===== config.mk =====
export PLATFORM = sky130hd
export DESIGN_NAME = mac_top
export DESIGN_NICKNAME = d
export VERILOG_FILES = /design/src/mac_pkg.sv /design/src/xsyw_25.sv /design/src/bw_mult_exact.sv /design/src/mac_datapath.sv /design/src/mac_top.sv
export VERILOG_INCLUDE_DIRS = /design/src
export SDC_FILE = /design/constraint.sdc
export NUM_CORES = 1
export LEC_CHECK = 0
export BUFFER_PORTS_ARGS = -buffer_cell sky130_fd_sc_hd__buf_2
export CELL_PAD_IN_SITES_DETAIL_PLACEMENT = 1
export CELL_PAD_IN_SITES_GLOBAL_PLACEMENT = 2
export CORE_ASPECT_RATIO = 0.9
export CORE_MARGIN = 1.5
export CORE_UTILIZATION = 45
export CTS_CLUSTER_DIAMETER = 200
export CTS_CLUSTER_SIZE = 30
export DETAILED_ROUTE_END_ITERATION = 8
export HOLD_SLACK_MARGIN = 0.15
export MAX_ROUTING_LAYER = met4
export PLACE_DENSITY_LB_ADDON = 0.1
export SLEW_MARGIN = 10
export SYNTH_ARGS = -nofsm -noshare
export SYNTH_HDL_FRONTEND = slang
export SYNTH_SLANG_ARGS = --single-unit

===== constraint.sdc =====
create_clock -name clk -period 15.17 [get_ports clk]
set_clock_uncertainty 0.1 [all_clocks]
set_input_delay 1.517 -clock clk [delete_from_list [all_inputs] [get_ports clk]]
set_output_delay 1.517 -clock clk [all_outputs]
set_load 0.01 [all_outputs]

===== src/mac_settings.svh =====
`ifndef MAC_SETTINGS_SVH
`define MAC_SETTINGS_SVH

// ----------------------------------------
// datapath widths
// ----------------------------------------

`define MAC_OP_WIDTH   16 // signed operand
`define MAC_PROD_WIDTH 32 // full signed product
`define MAC_ACC_WIDTH  40 // accumulator, wraps on overflow

// ----------------------------------------
// approximate multiplier
// ----------------------------------------

// worst case |approx - exact| for one product
// four correction words below 2^21, dropped rows below 2^22
`define MAC_APPROX_ERR_BOUND (1 << 23)

`endif


===== src/mac_pkg.sv =====
`include "mac_settings.svh"

package mac_pkg;

    // ----------------------------------------
    // width types
    // ----------------------------------------

    typedef logic signed [`MAC_OP_WIDTH-1:0]   operand_t;
    typedef logic signed [`MAC_PROD_WIDTH-1:0] product_t;
    typedef logic signed [`MAC_ACC_WIDTH-1:0]  acc_t;

    // ----------------------------------------
    // request and response
    // ----------------------------------------

    // one MAC request, 34 bits
    typedef struct packed {
        logic     clear;  // start a new sum
        logic     approx; // approximate multiplier
        operand_t x;
        operand_t y;
    } mac_req_t;

    // one MAC result
    typedef struct packed {
        acc_t acc;
    } mac_resp_t;

endpackage


===== src/xsyw_25.sv =====
`timescale 1ns/1ps
`include "mac_settings.svh"

// approximate signed 16x16 Baugh-Wooley multiplier
// rows 0..5 collapse into four sparse 21-bit correction words
module xsyw_25 import mac_pkg::*; (
    input  operand_t x,
    input  operand_t y,
    output product_t z
);

    localparam int N_ROWS  = 16;   // fixed by the correction wiring
    localparam int FIRST   = 6;    // first row kept in the array
    localparam int CORR_W  = 21;
    localparam int PAD_W   = `MAC_PROD_WIDTH - CORR_W;
    localparam int ROW_PAD = `MAC_PROD_WIDTH - `MAC_OP_WIDTH;

    logic [N_ROWS-1:0][`MAC_OP_WIDTH-1:0] pp;
    logic [CORR_W-1:0]                    corr0;
    logic [CORR_W-1:0]                    corr1;
    logic [CORR_W-1:0]                    corr2;
    logic [CORR_W-1:0]                    corr3;
    logic [`MAC_PROD_WIDTH-1:0]           row_sum;

    // ----------------------------------------
    // partial product rows
    // ----------------------------------------

    genvar i;
    for (i = 0; i < N_ROWS - 1; i++) begin : g_row
        assign pp[i] = {~(y[15] & x[i]), y[14:0] & {15{x[i]}}}; // sign column inverted
    end

    // last row, magnitude bits inverted, sign-sign term plain
    assign pp[N_ROWS-1] = {x[15] & y[15], ~(y[14:0] & {15{x[15]}})};

    // ----------------------------------------
    // correction words for rows 0..5
    // ----------------------------------------

    always_comb begin
        corr0     = '0;
        corr0[1]  = pp[0][1] ^ pp[1][0];
        corr0[5]  = pp[2][3] ^ pp[3][2];
        corr0[7]  = pp[0][7] ^ pp[1][6]; // half adder sum
        corr0[8]  = pp[0][7] & pp[1][6]; // and its carry
        corr0[11] = pp[0][10] & pp[1][9];
        corr0[12] = pp[0][11] & pp[1][10];
        corr0[13] = pp[2][10] & pp[3][9];
        corr0[14] = pp[4][10] ^ pp[5][9];
        corr0[15] = pp[0][15] ^ pp[1][14];
        corr0[16] = pp[0][15] | pp[1][14];
        corr0[17] = 1'b1;                // stands in for the row 0 constant
        corr0[18] = pp[3][15];
        corr0[19] = pp[4][14] & pp[5][13];
        corr0[20] = pp[4][15] & pp[5][14];
    end

    always_comb begin
        corr1     = '0;
        corr1[7]  = pp[2][5] ^ pp[3][4];
        corr1[13] = pp[4][8] & pp[5][7];
        corr1[15] = pp[2][12] & pp[3][11];
        corr1[16] = pp[1][15];           // row 1 sign column, exact weight
        corr1[17] = pp[2][14] & pp[3][13];
        corr1[18] = pp[4][13] | pp[5][12];
        corr1[19] = pp[4][15] ^ pp[5][14];
        corr1[20] = pp[5][15];
    end

    // upper two words are almost empty
    always_comb begin
        corr2     = '0;
        corr2[16] = pp[4][12] | pp[5][11];
        corr2[17] = pp[2][15] & pp[3][14];
    end

    always_comb begin
        corr3     = '0;
        corr3[17] = pp[4][13] | pp[5][12]; // counted twice on purpose
    end

    // ----------------------------------------
    // summation of the kept rows
    // ----------------------------------------

    always_comb begin
        // constant one of the last row sits at bit 31
        row_sum = {1'b1, {(`MAC_PROD_WIDTH-1){1'b0}}};
        for (int r = FIRST; r < N_ROWS; r++) begin
            row_sum = row_sum + ({{ROW_PAD{1'b0}}, pp[r]} << r);
        end
    end

    assign z = row_sum
             + {{PAD_W{1'b0}}, corr0}
             + {{PAD_W{1'b0}}, corr1}
             + {{PAD_W{1'b0}}, corr2}
             + {{PAD_W{1'b0}}, corr3};

endmodule


===== src/bw_mult_exact.sv =====
`timescale 1ns/1ps
`include "mac_settings.svh"

// exact signed 16x16 Baugh-Wooley multiplier
module bw_mult_exact import mac_pkg::*; (
    input  operand_t x,
    input  operand_t y,
    output product_t z
);

    localparam int N       = `MAC_OP_WIDTH;
    localparam int ROW_PAD = `MAC_PROD_WIDTH - N;

    // correction ones at 2^n and 2^(2n-1)
    localparam logic [`MAC_PROD_WIDTH-1:0] BW_ONES =
        (`MAC_PROD_WIDTH'(1) << N) | (`MAC_PROD_WIDTH'(1) << (2 * N - 1));

    logic [N-1:0][N-1:0]        pp;
    logic [`MAC_PROD_WIDTH-1:0] sum;

    // ----------------------------------------
    // partial product rows
    // ----------------------------------------

    genvar i;
    for (i = 0; i < N - 1; i++) begin : g_row
        assign pp[i] = {~(y[N-1] & x[i]), y[N-2:0] & {(N-1){x[i]}}};
    end

    // sign row
    assign pp[N-1] = {x[N-1] & y[N-1], ~(y[N-2:0] & {(N-1){x[N-1]}})};

    // ----------------------------------------
    // summation
    // ----------------------------------------

    always_comb begin
        sum = BW_ONES;
        for (int r = 0; r < N; r++) begin
            sum = sum + ({{ROW_PAD{1'b0}}, pp[r]} << r); // row r at weight 2^r
        end
    end

    assign z = sum; // wraps mod 2^32, two's complement

endmodule


===== src/mac_datapath.sv =====
`timescale 1ns/1ps
`include "mac_settings.svh"

// three stage MAC: operands, product, accumulator
module mac_datapath import mac_pkg::*; (
    input  logic      clk,
    input  logic      rst,
    input  logic      in_valid,
    input  mac_req_t  req,
    output logic      out_valid,
    output mac_resp_t resp
);

    localparam int SIGN_EXT = `MAC_ACC_WIDTH - `MAC_PROD_WIDTH;

    mac_req_t req_q;
    logic     valid_q1;

    product_t prod_approx;
    product_t prod_exact;
    product_t prod_sel;
    product_t prod_q;
    logic     clear_q;
    logic     valid_q2;

    acc_t     prod_ext;
    acc_t     acc_q;
    logic     valid_q3;

    // ----------------------------------------
    // stage 1, operand register
    // ----------------------------------------

    always_ff @(posedge clk) begin
        if (rst) begin
            valid_q1 <= 1'b0;
        end else begin
            valid_q1 <= in_valid;
        end
    end

    always_ff @(posedge clk) begin
        if (in_valid) begin
            req_q <= req;
        end
    end

    // ----------------------------------------
    // stage 2, multiply and select
    // ----------------------------------------

    xsyw_25 u_approx (
        .x (req_q.x),
        .y (req_q.y),
        .z (prod_approx)
    );

    bw_mult_exact u_exact (
        .x (req_q.x),
        .y (req_q.y),
        .z (prod_exact)
    );

    assign prod_sel = req_q.approx ? prod_approx : prod_exact;

    always_ff @(posedge clk) begin
        if (rst) begin
            valid_q2 <= 1'b0;
        end else begin
            valid_q2 <= valid_q1;
        end
    end

    always_ff @(posedge clk) begin
        if (valid_q1) begin
            prod_q  <= prod_sel;
            clear_q <= req_q.clear; // travels with its product
        end
    end

    // ----------------------------------------
    // stage 3, accumulate
    // ----------------------------------------

    assign prod_ext = {{SIGN_EXT{prod_q[`MAC_PROD_WIDTH-1]}}, prod_q};

    always_ff @(posedge clk) begin
        if (rst) begin
            acc_q    <= '0;
            valid_q3 <= 1'b0;
        end else begin
            valid_q3 <= valid_q2;
            if (valid_q2) begin
                acc_q <= clear_q ? prod_ext : acc_q + prod_ext; // 40-bit wrap
            end
        end
    end

    assign out_valid = valid_q3;
    assign resp      = '{acc: acc_q};

endmodule


===== src/mac_top.sv =====
`timescale 1ns/1ps
`include "mac_settings.svh"

module mac_top import mac_pkg::*; (
    input  logic     clk,
    input  logic     rst,
    input  logic     in_valid,
    input  logic     clear,
    input  logic     approx,
    input  operand_t x,
    input  operand_t y,
    output logic     out_valid,
    output acc_t     acc
);

    mac_req_t  req;
    mac_resp_t resp;

    // ----------------------------------------
    // port packing
    // ----------------------------------------

    assign req = '{clear: clear, approx: approx, x: x, y: y};

    mac_datapath u_datapath (
        .clk       (clk),
        .rst       (rst),
        .in_valid  (in_valid),
        .req       (req),
        .out_valid (out_valid),
        .resp      (resp)
    );

    assign acc = resp.acc; // running sum

endmodule


==> flow_summary.toml, run 1 <==
[run_status]
outcome = "completed"

[placement]
portBuffers = 77
gp_congestion = 0.877
dpl.hpwl_mm = 39.5
post_dp_cell_area_mm2 = 0.0184

[grt]
grt_max_degree = 77
grt_pass1_wl_mm = 78.6
antenna_found_initial = 0
globalRouteTotalUtil = 0.264
grt_pass1_vias = 14589
overflow = 0

[synthesis]
ys_warn_count = 0
syn_area_mm2 = 0.0176
ys_seq_area_frac = 0.164
avgSynthCellArea_um2 = 9.28
synth_nets = 2403
synth-edff-count = 67
yosysUniqueCellTypes = 69
ys_ff_latch = 110
synthFlopType = "edfxtp_1"
netlist_instances = 1894
async_reset_ff_frac = 0

[clock_tree]
numCtsBuffers = 9
clock_latency_ps = 420
cts_sinks = 110
hold_buffers = 0
h-tree-depth = 3
root_buffer = "clkbuf_16"
cts_resized = 0
cts_tree = "yes"
clockBufferDepth = 2
path_clk_slew_ps = 80
cts_setup_buffers = 0

[floorplan]
fp.dieW_um = 211
row_count = 68
pin_count = 78
core_area_mm2 = 0.0385
die_area_mm2 = 0.0402
start_util = 0.457
dieHeight_um = 190

[final_layout]
final_cell_area_mm2 = 0.0187
drive_above_1_share = 0.0627
finalNetCount = 2433
antennaDiodeCount = 0
layout_commonest_cell = "inv_1"
area_growth_pct = 6.57
final_cell_mix = "inv_1, fa_1, nand2_1, ha_1, and2_1"

[routing]
drtAntennaViolNets = 0
totalWireLength_mm = 48.6
vias = 13048
vias_per_cell = 5.32
drt-pass1-iter-count = 4
wl_per_cell_um = 19.8
drt_iter0_drc = 461
drcViolationCount = 0

[critical_path]
worst-setup-path-type = "reg2reg"
critPathMaxFanout = 16
cp-start-kind = "register"
required_ps = 15230
endpoint_kind = "register"
cp.arrival_ps = 7460
worstSetupStartpoint = "u_datapath.req_q[6]$_DFFE_PP_"
rr_startpoint = "u_datapath.req_q[6]$_DFFE_PP_"

[hold_path]
min_from = "u_datapath.req_q[33]$_DFFE_PP_"
hp-class = "reg2reg"

[timing]
grt_setup_unrepaired = "false"
maxSlewHeadroom = 0.351
finalHoldViolCount = 0
hold_ws_ps = 330
worst_slew_pin_slew_ps = 950
period_needed_ps = 7410
fin_crit_sh = 0.488
slew_violations = 0
finalSetupTns_ps = 0
fmax_mhz = 135
setup_viol_count_final = 0

[job]
max_cap_violations = 0
-- final cells by class --
cell class | count | area (um2)
Multi-Input combinational cell | 1367 | 13100
Clock inverter | 6 | 75.1
Clock buffer | 10 | 250
Tap cell | 525 | 657
Fill cell | 4518 | 19700
Sequential cell | 110 | 2870
Timing Repair Buffer | 83 | 430
Inverter | 353 | 1330
-- Yosys cell counts, types with 17 or more instances --
cell | instances | area [um2]
a21o_1 | 34 | 255
and2_1 | 113 | 707
edfxtp_1 | 67 | 2010
a21oi_1 | 65 | 325
inv_1 | 352 | 1320
fa_1 | 278 | 5570
ha_1 | 194 | 2430
nand2_1 | 231 | 867
nor3_1 | 24 | 120
nor2_1 | 88 | 330
o21ai_0 | 58 | 290
xor2_1 | 17 | 149
dfxtp_1 | 43 | 861
xnor2_1 | 41 | 359
clkbuf_1 | 53 | 199
-- worst max-delay path: stages (launching register included) --
cell and delay [ps]:
edfxtp_1 900, and2_1 260, inv_1 70, fa_1 530
fa_1 430, fa_1 510, inv_1 50, fa_1 460
ha_1 290, ha_1 270, ha_1 220, fa_1 460
a21oi_1 230, o21ai_1 120, a2111oi_0 880, or4_1 330
a31oi_1 170, nor3_1 440, o31ai_1 120, a21oi_1 220
xnor2_1 90
-- per-layer routing --
metal,part of all wire,wire length (um),track usage,up-vias
met5,0,0,-,-
met4,0.026,1240,0.0843,0
met3,0.018,885,0.0242,57
met2,0.52,25500,0.467,139
met1,0.43,21000,0.317,6719
li1,-,-,-,6133
-- registers in the layout, indices dropped and copies added (netlist names) --
signal / cells
u_datapath.clear_q: 1
u_datapath.valid_q1: 1
u_datapath.valid_q2: 1
u_datapath.prod_q: 32
u_datapath.resp: 40
u_datapath.out_valid: 1
u_datapath.req_q: 34
-- final timing paths --
kind / cells past startpoint / slack [ps] / endpoint
worst max-delay path: 20 / 7760 / u_datapath.prod_q[31]$_DFFE_PP_
worst min register to register: 0 / 330 / u_datapath.clear_q$_DFFE_PP_
worst max register to register: 20 / 7760 / u_datapath.prod_q[31]$_DFFE_PP_
worst min-delay path: 0 / 330 / u_datapath.clear_q$_DFFE_PP_
-- cells by family (layout without fill, tap and decap cells) --
logic type / after synthesis / in the layout / synth area share
simple gates: 540 / 540 / 0.147
fa+ha+maj: 472 / 472 / 0.455
buf+inv: 417 / 452 / 0.0902
flops: 110 / 110 / 0.164
mux: 14 / 14 / 0.00833
xor+xnor: 58 / 58 / 0.0289
compound gates: 283 / 283 / 0.107
-- per-stage QoR --
stage	setup slack [ps]	util	std cells
after floorplan	9010	-	1894
after global placement	7850	0.478	2438
after detailed placement	7800	0.478	2438
after CTS	7770	0.487	2454
after global routing	7390	0.487	2454
final	7760	0.487	2454
Power of run 1 is left out: the tool's default activity adds up to more than one toggle a clock period on the data nets, which glitch-free logic cannot reach.
==> run 2, diff against run 1 <==
- ABC_AREA: unset -> 1
- CORE_UTILIZATION: 45 -> 35
- clock period: 15.17 -> 6.61 ns (I/O delays scaled with it)
==> run 2 against run 1 <==
Critical path depth is 1 lower. First-iteration DRC count is 100% higher. Wire length is 33% higher. Count of clock-buffer cells in the layout is 1 lower. Critical path type unchanged. Largest cell class unchanged. Via count is 25% higher. Non-clock buffer count is 39 higher. Cell area is 12% higher. Flip-flop and latch count stayed put.
==> flow_summary.toml, run 2 <==
[run_status]
outcome = "completed"

[placement]
portBuffers = 77
gp_congestion = 0.902
dpl.hpwl_mm = 55.6

[final_layout]
final_cell_mix = "nand2_1, inv_1, fa_1, ha_1, nor2_1"
layout_commonest_cell = "nand2_1"
area_growth_pct = 8.33
largest_reg_flops = 40
finalNetCount = 3153
antennaDiodeCount = 0
drive_above_1_share = 0.0702
fillerInstances = 6831

[synthesis]
synth_fa_ha_area_frac = 0.414
async_reset_ff_frac = 0
ys_seq_area_frac = 0.149
synth-compound-area-share = 0.0669
yosys.area.top_type_share = 0.288
synth_top_family_by_area = "adder cells"
syn_area_mm2 = 0.0193
synth-edff-count = 67
ys_ff_latch = 110
synthXorXnorAreaFrac = 0.0145
synth_commonest_cells = "nand2_1, inv_1, fa_1"
synth-simple-area-share = 0.213
yosysUniqueCellTypes = 40
synth_top_cell_by_area = "fa_1"
synth_nets = 3109
synthFlopType = "edfxtp_1"
yosysMostFrequentCell = "nand2_1"
ys_warn_count = 0
synth.area.top_cells = "fa_1, nand2_1, ha_1, inv_1, edfxtp_1"
avgSynthCellArea_um2 = 7.42
netlist_instances = 2600
synth_mux_area_frac = 0

[floorplan]
start_util = 0.355
die_area_mm2 = 0.0565
pin_count = 78
fp.dieW_um = 250
row_count = 81
core_area_mm2 = 0.0544
dieHeight_um = 226

[routing]
wl_per_cell_um = 19.3
drt-pass1-iter-count = 4
totalWireLength_mm = 64.8
drcViolationCount = 0
vias_per_cell = 4.85
drt_iter0_drc = 940
drtAntennaViolNets = 0
vias = 16264

[critical_path]
required_ps = 6680
critPathMaxFanout = 16
cp-endpoint = "u_datapath.prod_q[27]$_DFFE_PP_"
critPathMaxStageDelay_ps = 950
path_depth = 19
cp-start-kind = "register"
worst-setup-path-type = "reg2reg"
endpoint_kind = "register"
slowest_stage = "edfxtp_1"
rr_worst_depth = 19
worstSetupStartpoint = "u_datapath.req_q[29]$_DFFE_PP_"
worstPathCellList = "nand2_1, fa_1, fa_1, inv_1, fa_1, fa_1, fa_1, inv_1, fa_1, inv_1, ha_1, a21oi_1, a21boi_1, o21ai_1, nand2_1, nand3_1, xor2_1, nand2_1, nand2_1"
crit_family = "adder cells"
cp_common_cell = "fa_1"
cp.arrival_ps = 6410
r2r_end = "u_datapath.prod_q[27]$_DFFE_PP_"
rrSetupSlack_ps = 260
rr_startpoint = "u_datapath.req_q[29]$_DFFE_PP_"
cp_num_buf_inv = 3

[grt]
grt_busiest_layer = "met2"
use_met2 = 0.366
grtUsageMet3 = 0.0322
antenna_found_initial = 0
grt_use_met1 = 0.347
grt_pass1_vias = 17163
globalRouteTotalUtil = 0.243
overflow = 0
grt_max_degree = 61
grt_pass1_wl_mm = 101

[timing]
grt_setup_unrepaired = "false"
worst_slew_pin_slew_ps = 1060
fin_crit_sh = 0.960
maxSlewHeadroom = 0.297
finalSetupTns_ps = 0
period_needed_ps = 6350
slew_violations = 0
finalHoldViolCount = 0
setup_viol_count_final = 0
fmax_mhz = 158

[clock_tree]
h-tree-depth = 3
clock_latency_ps = 420
cts_sinks = 110
root_buffer = "clkbuf_16"
clockBufferDepth = 2
path_clk_slew_ps = 100
cts_tree = "yes"
numCtsBuffers = 9

[job]
max_cap_violations = 0

[hold_path]
hp-class = "in2reg"
## run 2: final cells by class
| type | instances | area [um2] | share of cell area |
|---|---|---|---|
| tap | 705 | 882 | 0.0422 |
| timing repair buffer | 122 | 748 | 0.0358 |
| inverter | 639 | 2400 | 0.115 |
| clock inverter | 7 | 91.3 | 0.00437 |
| clock buffer | 9 | 225 | 0.0108 |
| multi-input combinational | 1762 | 13700 | 0.655 |
| sequential | 110 | 2870 | 0.137 |
## run 2: metal layers
| metal | vias to the layer above | wire, um |
|---|---|---|
| met1 | 8123 | 32200 |
| li1 | 7822 | - |
| met4 | 0 | 938 |
| met3 | 44 | 2790 |
| met5 | - | 0 |
| met2 | 275 | 28800 |
## run 2: through the flow
stage / hold WS, ps / util / setup WS (ps) / cell area [um2] / cells
finish: 311 / 0.384 / 261 / 20900 / 3354
global route: 294 / 0.384 / 2.60 / 20900 / 3354
CTS: 283 / 0.383 / 252 / 20800 / 3347
detailed placement: 317 / 0.377 / 293 / 20500 / 3331
global placement: 321 / 0.377 / 232 / 20500 / 3331
floorplan: 300 / - / 1040 / 19300 / 2600
## run 2: how the worst min path moves through the flow
stage                                              start                             end  slack [ps]  cells past startpoint
final                                               x[1]  u_datapath.req_q[17]$_DFFE_PP_         310                      1
after global routing                                y[9]   u_datapath.req_q[9]$_DFFE_PP_         290                      1
after CTS                                           x[1]  u_datapath.req_q[17]$_DFFE_PP_         280                      1
after detailed placement  u_datapath.req_q[33]$_DFFE_PP_    u_datapath.clear_q$_DFFE_PP_         320                      0
after global placement    u_datapath.req_q[33]$_DFFE_PP_    u_datapath.clear_q$_DFFE_PP_         320                      0
after floorplan           u_datapath.req_q[33]$_DFFE_PP_    u_datapath.clear_q$_DFFE_PP_         300                      0
## run 2: what timing repair did
action,4_1_cts,5_1_grt
hold endpoints to repair,0,0
gates resized for setup,0,1
buffers inserted,0,7
hold buffers,0,0
endpoints found under the setup margin,0,4
## run 2: worst register-to-register path, delay by kind of cell, from the launching register on
| family | cells | cell delay [ps] |
|---|---|---|
| compound gates | 3 | 760 |
| simple gates | 5 | 640 |
| buf+inv | 3 | 150 |
| fa+ha+maj | 7 | 3310 |
| flops | 1 | 950 |
| xor+xnor | 1 | 210 |
## run 2: cells by family (layout without fill, tap and decap cells)
logic type	after synthesis	in the layout
simple gates	1023	1023
buf+inv	728	777
fa+ha+maj	472	472
compound gates	235	235
flops	110	110
xor+xnor	32	32
Power of run 2 is left out for the same reason.
==> run 3, diff against run 2 <==
- CTS_BUF_LIST: unset -> sky130_fd_sc_hd__clkbuf_8
==> run 3 against run 2 <==
Core utilization down 0.17 points. Hold slack got worse by 81 ps. Flip-flop and latch count unchanged. Cell area shrank 0.45%. Count of clock-buffer cells in the layout did not move. Register-to-register slack about the same. First-iteration DRC count increased by 3.4%. Sequential share of layout area is 0.062 points higher.
==> flow_summary.toml, run 3 (synthesis gave the netlist of run 2 again) <==
[clock_tree]
root_buffer = "clkbuf_8"
cts_tree = "yes"
cts_sinks = 110
path_clk_slew_ps = 150
clock_latency_ps = 490
h-tree-depth = 3
numCtsBuffers = 9
clockBufferDepth = 2

[floorplan]
fp.dieW_um = 250
pin_count = 78
dieHeight_um = 226
row_count = 81
die_area_mm2 = 0.0565
core_area_mm2 = 0.0544
start_util = 0.355

[final_layout]
finalNetCount = 3153
area_growth_pct = 7.85
final_util = 0.382
drive_above_1_share = 0.0702
seq_area_mm2 = 0.00287
layout_commonest_cell = "nand2_1"
multi_input_area_mm2 = 0.0137
final_cell_area_mm2 = 0.0208
largest_reg_flops = 40
final_cell_mix = "nand2_1, inv_1, fa_1, ha_1, nor2_1"
fillerInstances = 6837
antennaDiodeCount = 0

[job]
max_cap_violations = 0

[placement]
post_dp_cell_area_mm2 = 0.0205
dpl.hpwl_mm = 55.6
pre_cts_slack_ps = 293
portBuffers = 77
gp_congestion = 0.902

[critical_path]
worst-setup-path-type = "reg2reg"
cp-start-kind = "register"
cp.arrival_ps = 6610
endpoint_kind = "register"
rrSetupSlack_ps = 250
required_ps = 6860
critPathMaxFanout = 16
rr_worst_depth = 20

[hold_path]
hp-class = "in2reg"
min_path_cells = 1

[timing]
grt_setup_unrepaired = "false"
fin_crit_sh = 0.963
maxSlewHeadroom = 0.290
finalHoldViolCount = 0
setup_viol_count_final = 0
setup_ws_ps = 248
finalSetupTns_ps = 0
slew_violations = 0
fmax_mhz = 157
worst_slew_pin_slew_ps = 1060
period_needed_ps = 6360

[grt]
overflow = 0
grt_max_degree = 61
grt_pass1_vias = 17139
antenna_found_initial = 0
globalRouteTotalUtil = 0.242
grt_pass1_wl_mm = 100

[routing]
drt_iter0_drc = 972
drtAntennaViolNets = 0
vias_per_cell = 4.86
totalWireLength_mm = 64.7
vias = 16307
drcViolationCount = 0
drt-pass1-iter-count = 5
wl_per_cell_um = 19.3

[run_status]
outcome = "completed"
[run 3: cell counts in the layout (fill, tap and decap cells not counted)]
Identical to the previous run, type by type.
[run 3: final timing paths]
| check | endpoint | startpoint |
|---|---|---|
| worst min-delay path | u_datapath.req_q[17]$_DFFE_PP_ | x[1] |
| worst max register to register | u_datapath.prod_q[25]$_DFFE_PP_ | u_datapath.req_q[29]$_DFFE_PP_ |
| worst max-delay path | u_datapath.prod_q[25]$_DFFE_PP_ | u_datapath.req_q[29]$_DFFE_PP_ |
| worst min register to register | u_datapath.clear_q$_DFFE_PP_ | u_datapath.req_q[33]$_DFFE_PP_ |
[run 3: area by class of cell]
cell class,count,share of cell area
Tap cell,705,0.0424
Clock inverter,7,0.00439
Inverter,639,0.115
Clock buffer,9,0.00595
Multi-Input combinational cell,1762,0.658
Timing Repair Buffer,122,0.0360
Sequential cell,110,0.138
[run 3: layer usage]
| metal | global-route usage | part of all wire | wire length, um |
|---|---|---|---|
| met2 | 0.366 | 0.45 | 28900 |
| met1 | 0.347 | 0.50 | 32300 |
| met5 | - | 0 | 0 |
| met4 | 0.0485 | 0.014 | 915 |
| met3 | 0.0325 | 0.041 | 2650 |
[run 3: timing repair]
item / CTS / global route
resized for setup: 0 / 2
setup buffers: 0 / 7
endpoints found under the setup margin: 0 / 5
hold buffers: 0 / 0
[run 3: worst max-delay path: stages (launching register included)]
cell and delay [ps]:
edfxtp_1 960, nand2_1 210, fa_1 500, fa_1 500, inv_1 60, fa_1 480, fa_1 510, fa_1 490
inv_1 50, fa_1 480, inv_1 40, ha_1 370, nand2_1 150, nor2_1 180, inv_1 90, nor2_1 250
nand4_1 190, nand3_1 220, xor2_1 200, nand2_1 80, nand2_1 110
[run 3: per-stage QoR]
stage,std cells,hold WS [ps]
3_3_place_gp,3331,321
3_5_place_dp,3331,317
5_1_grt,3354,202
6_report,3354,230
2_1_floorplan,2600,300
4_1_cts,3347,186
Power of run 3 is left out for the same reason.
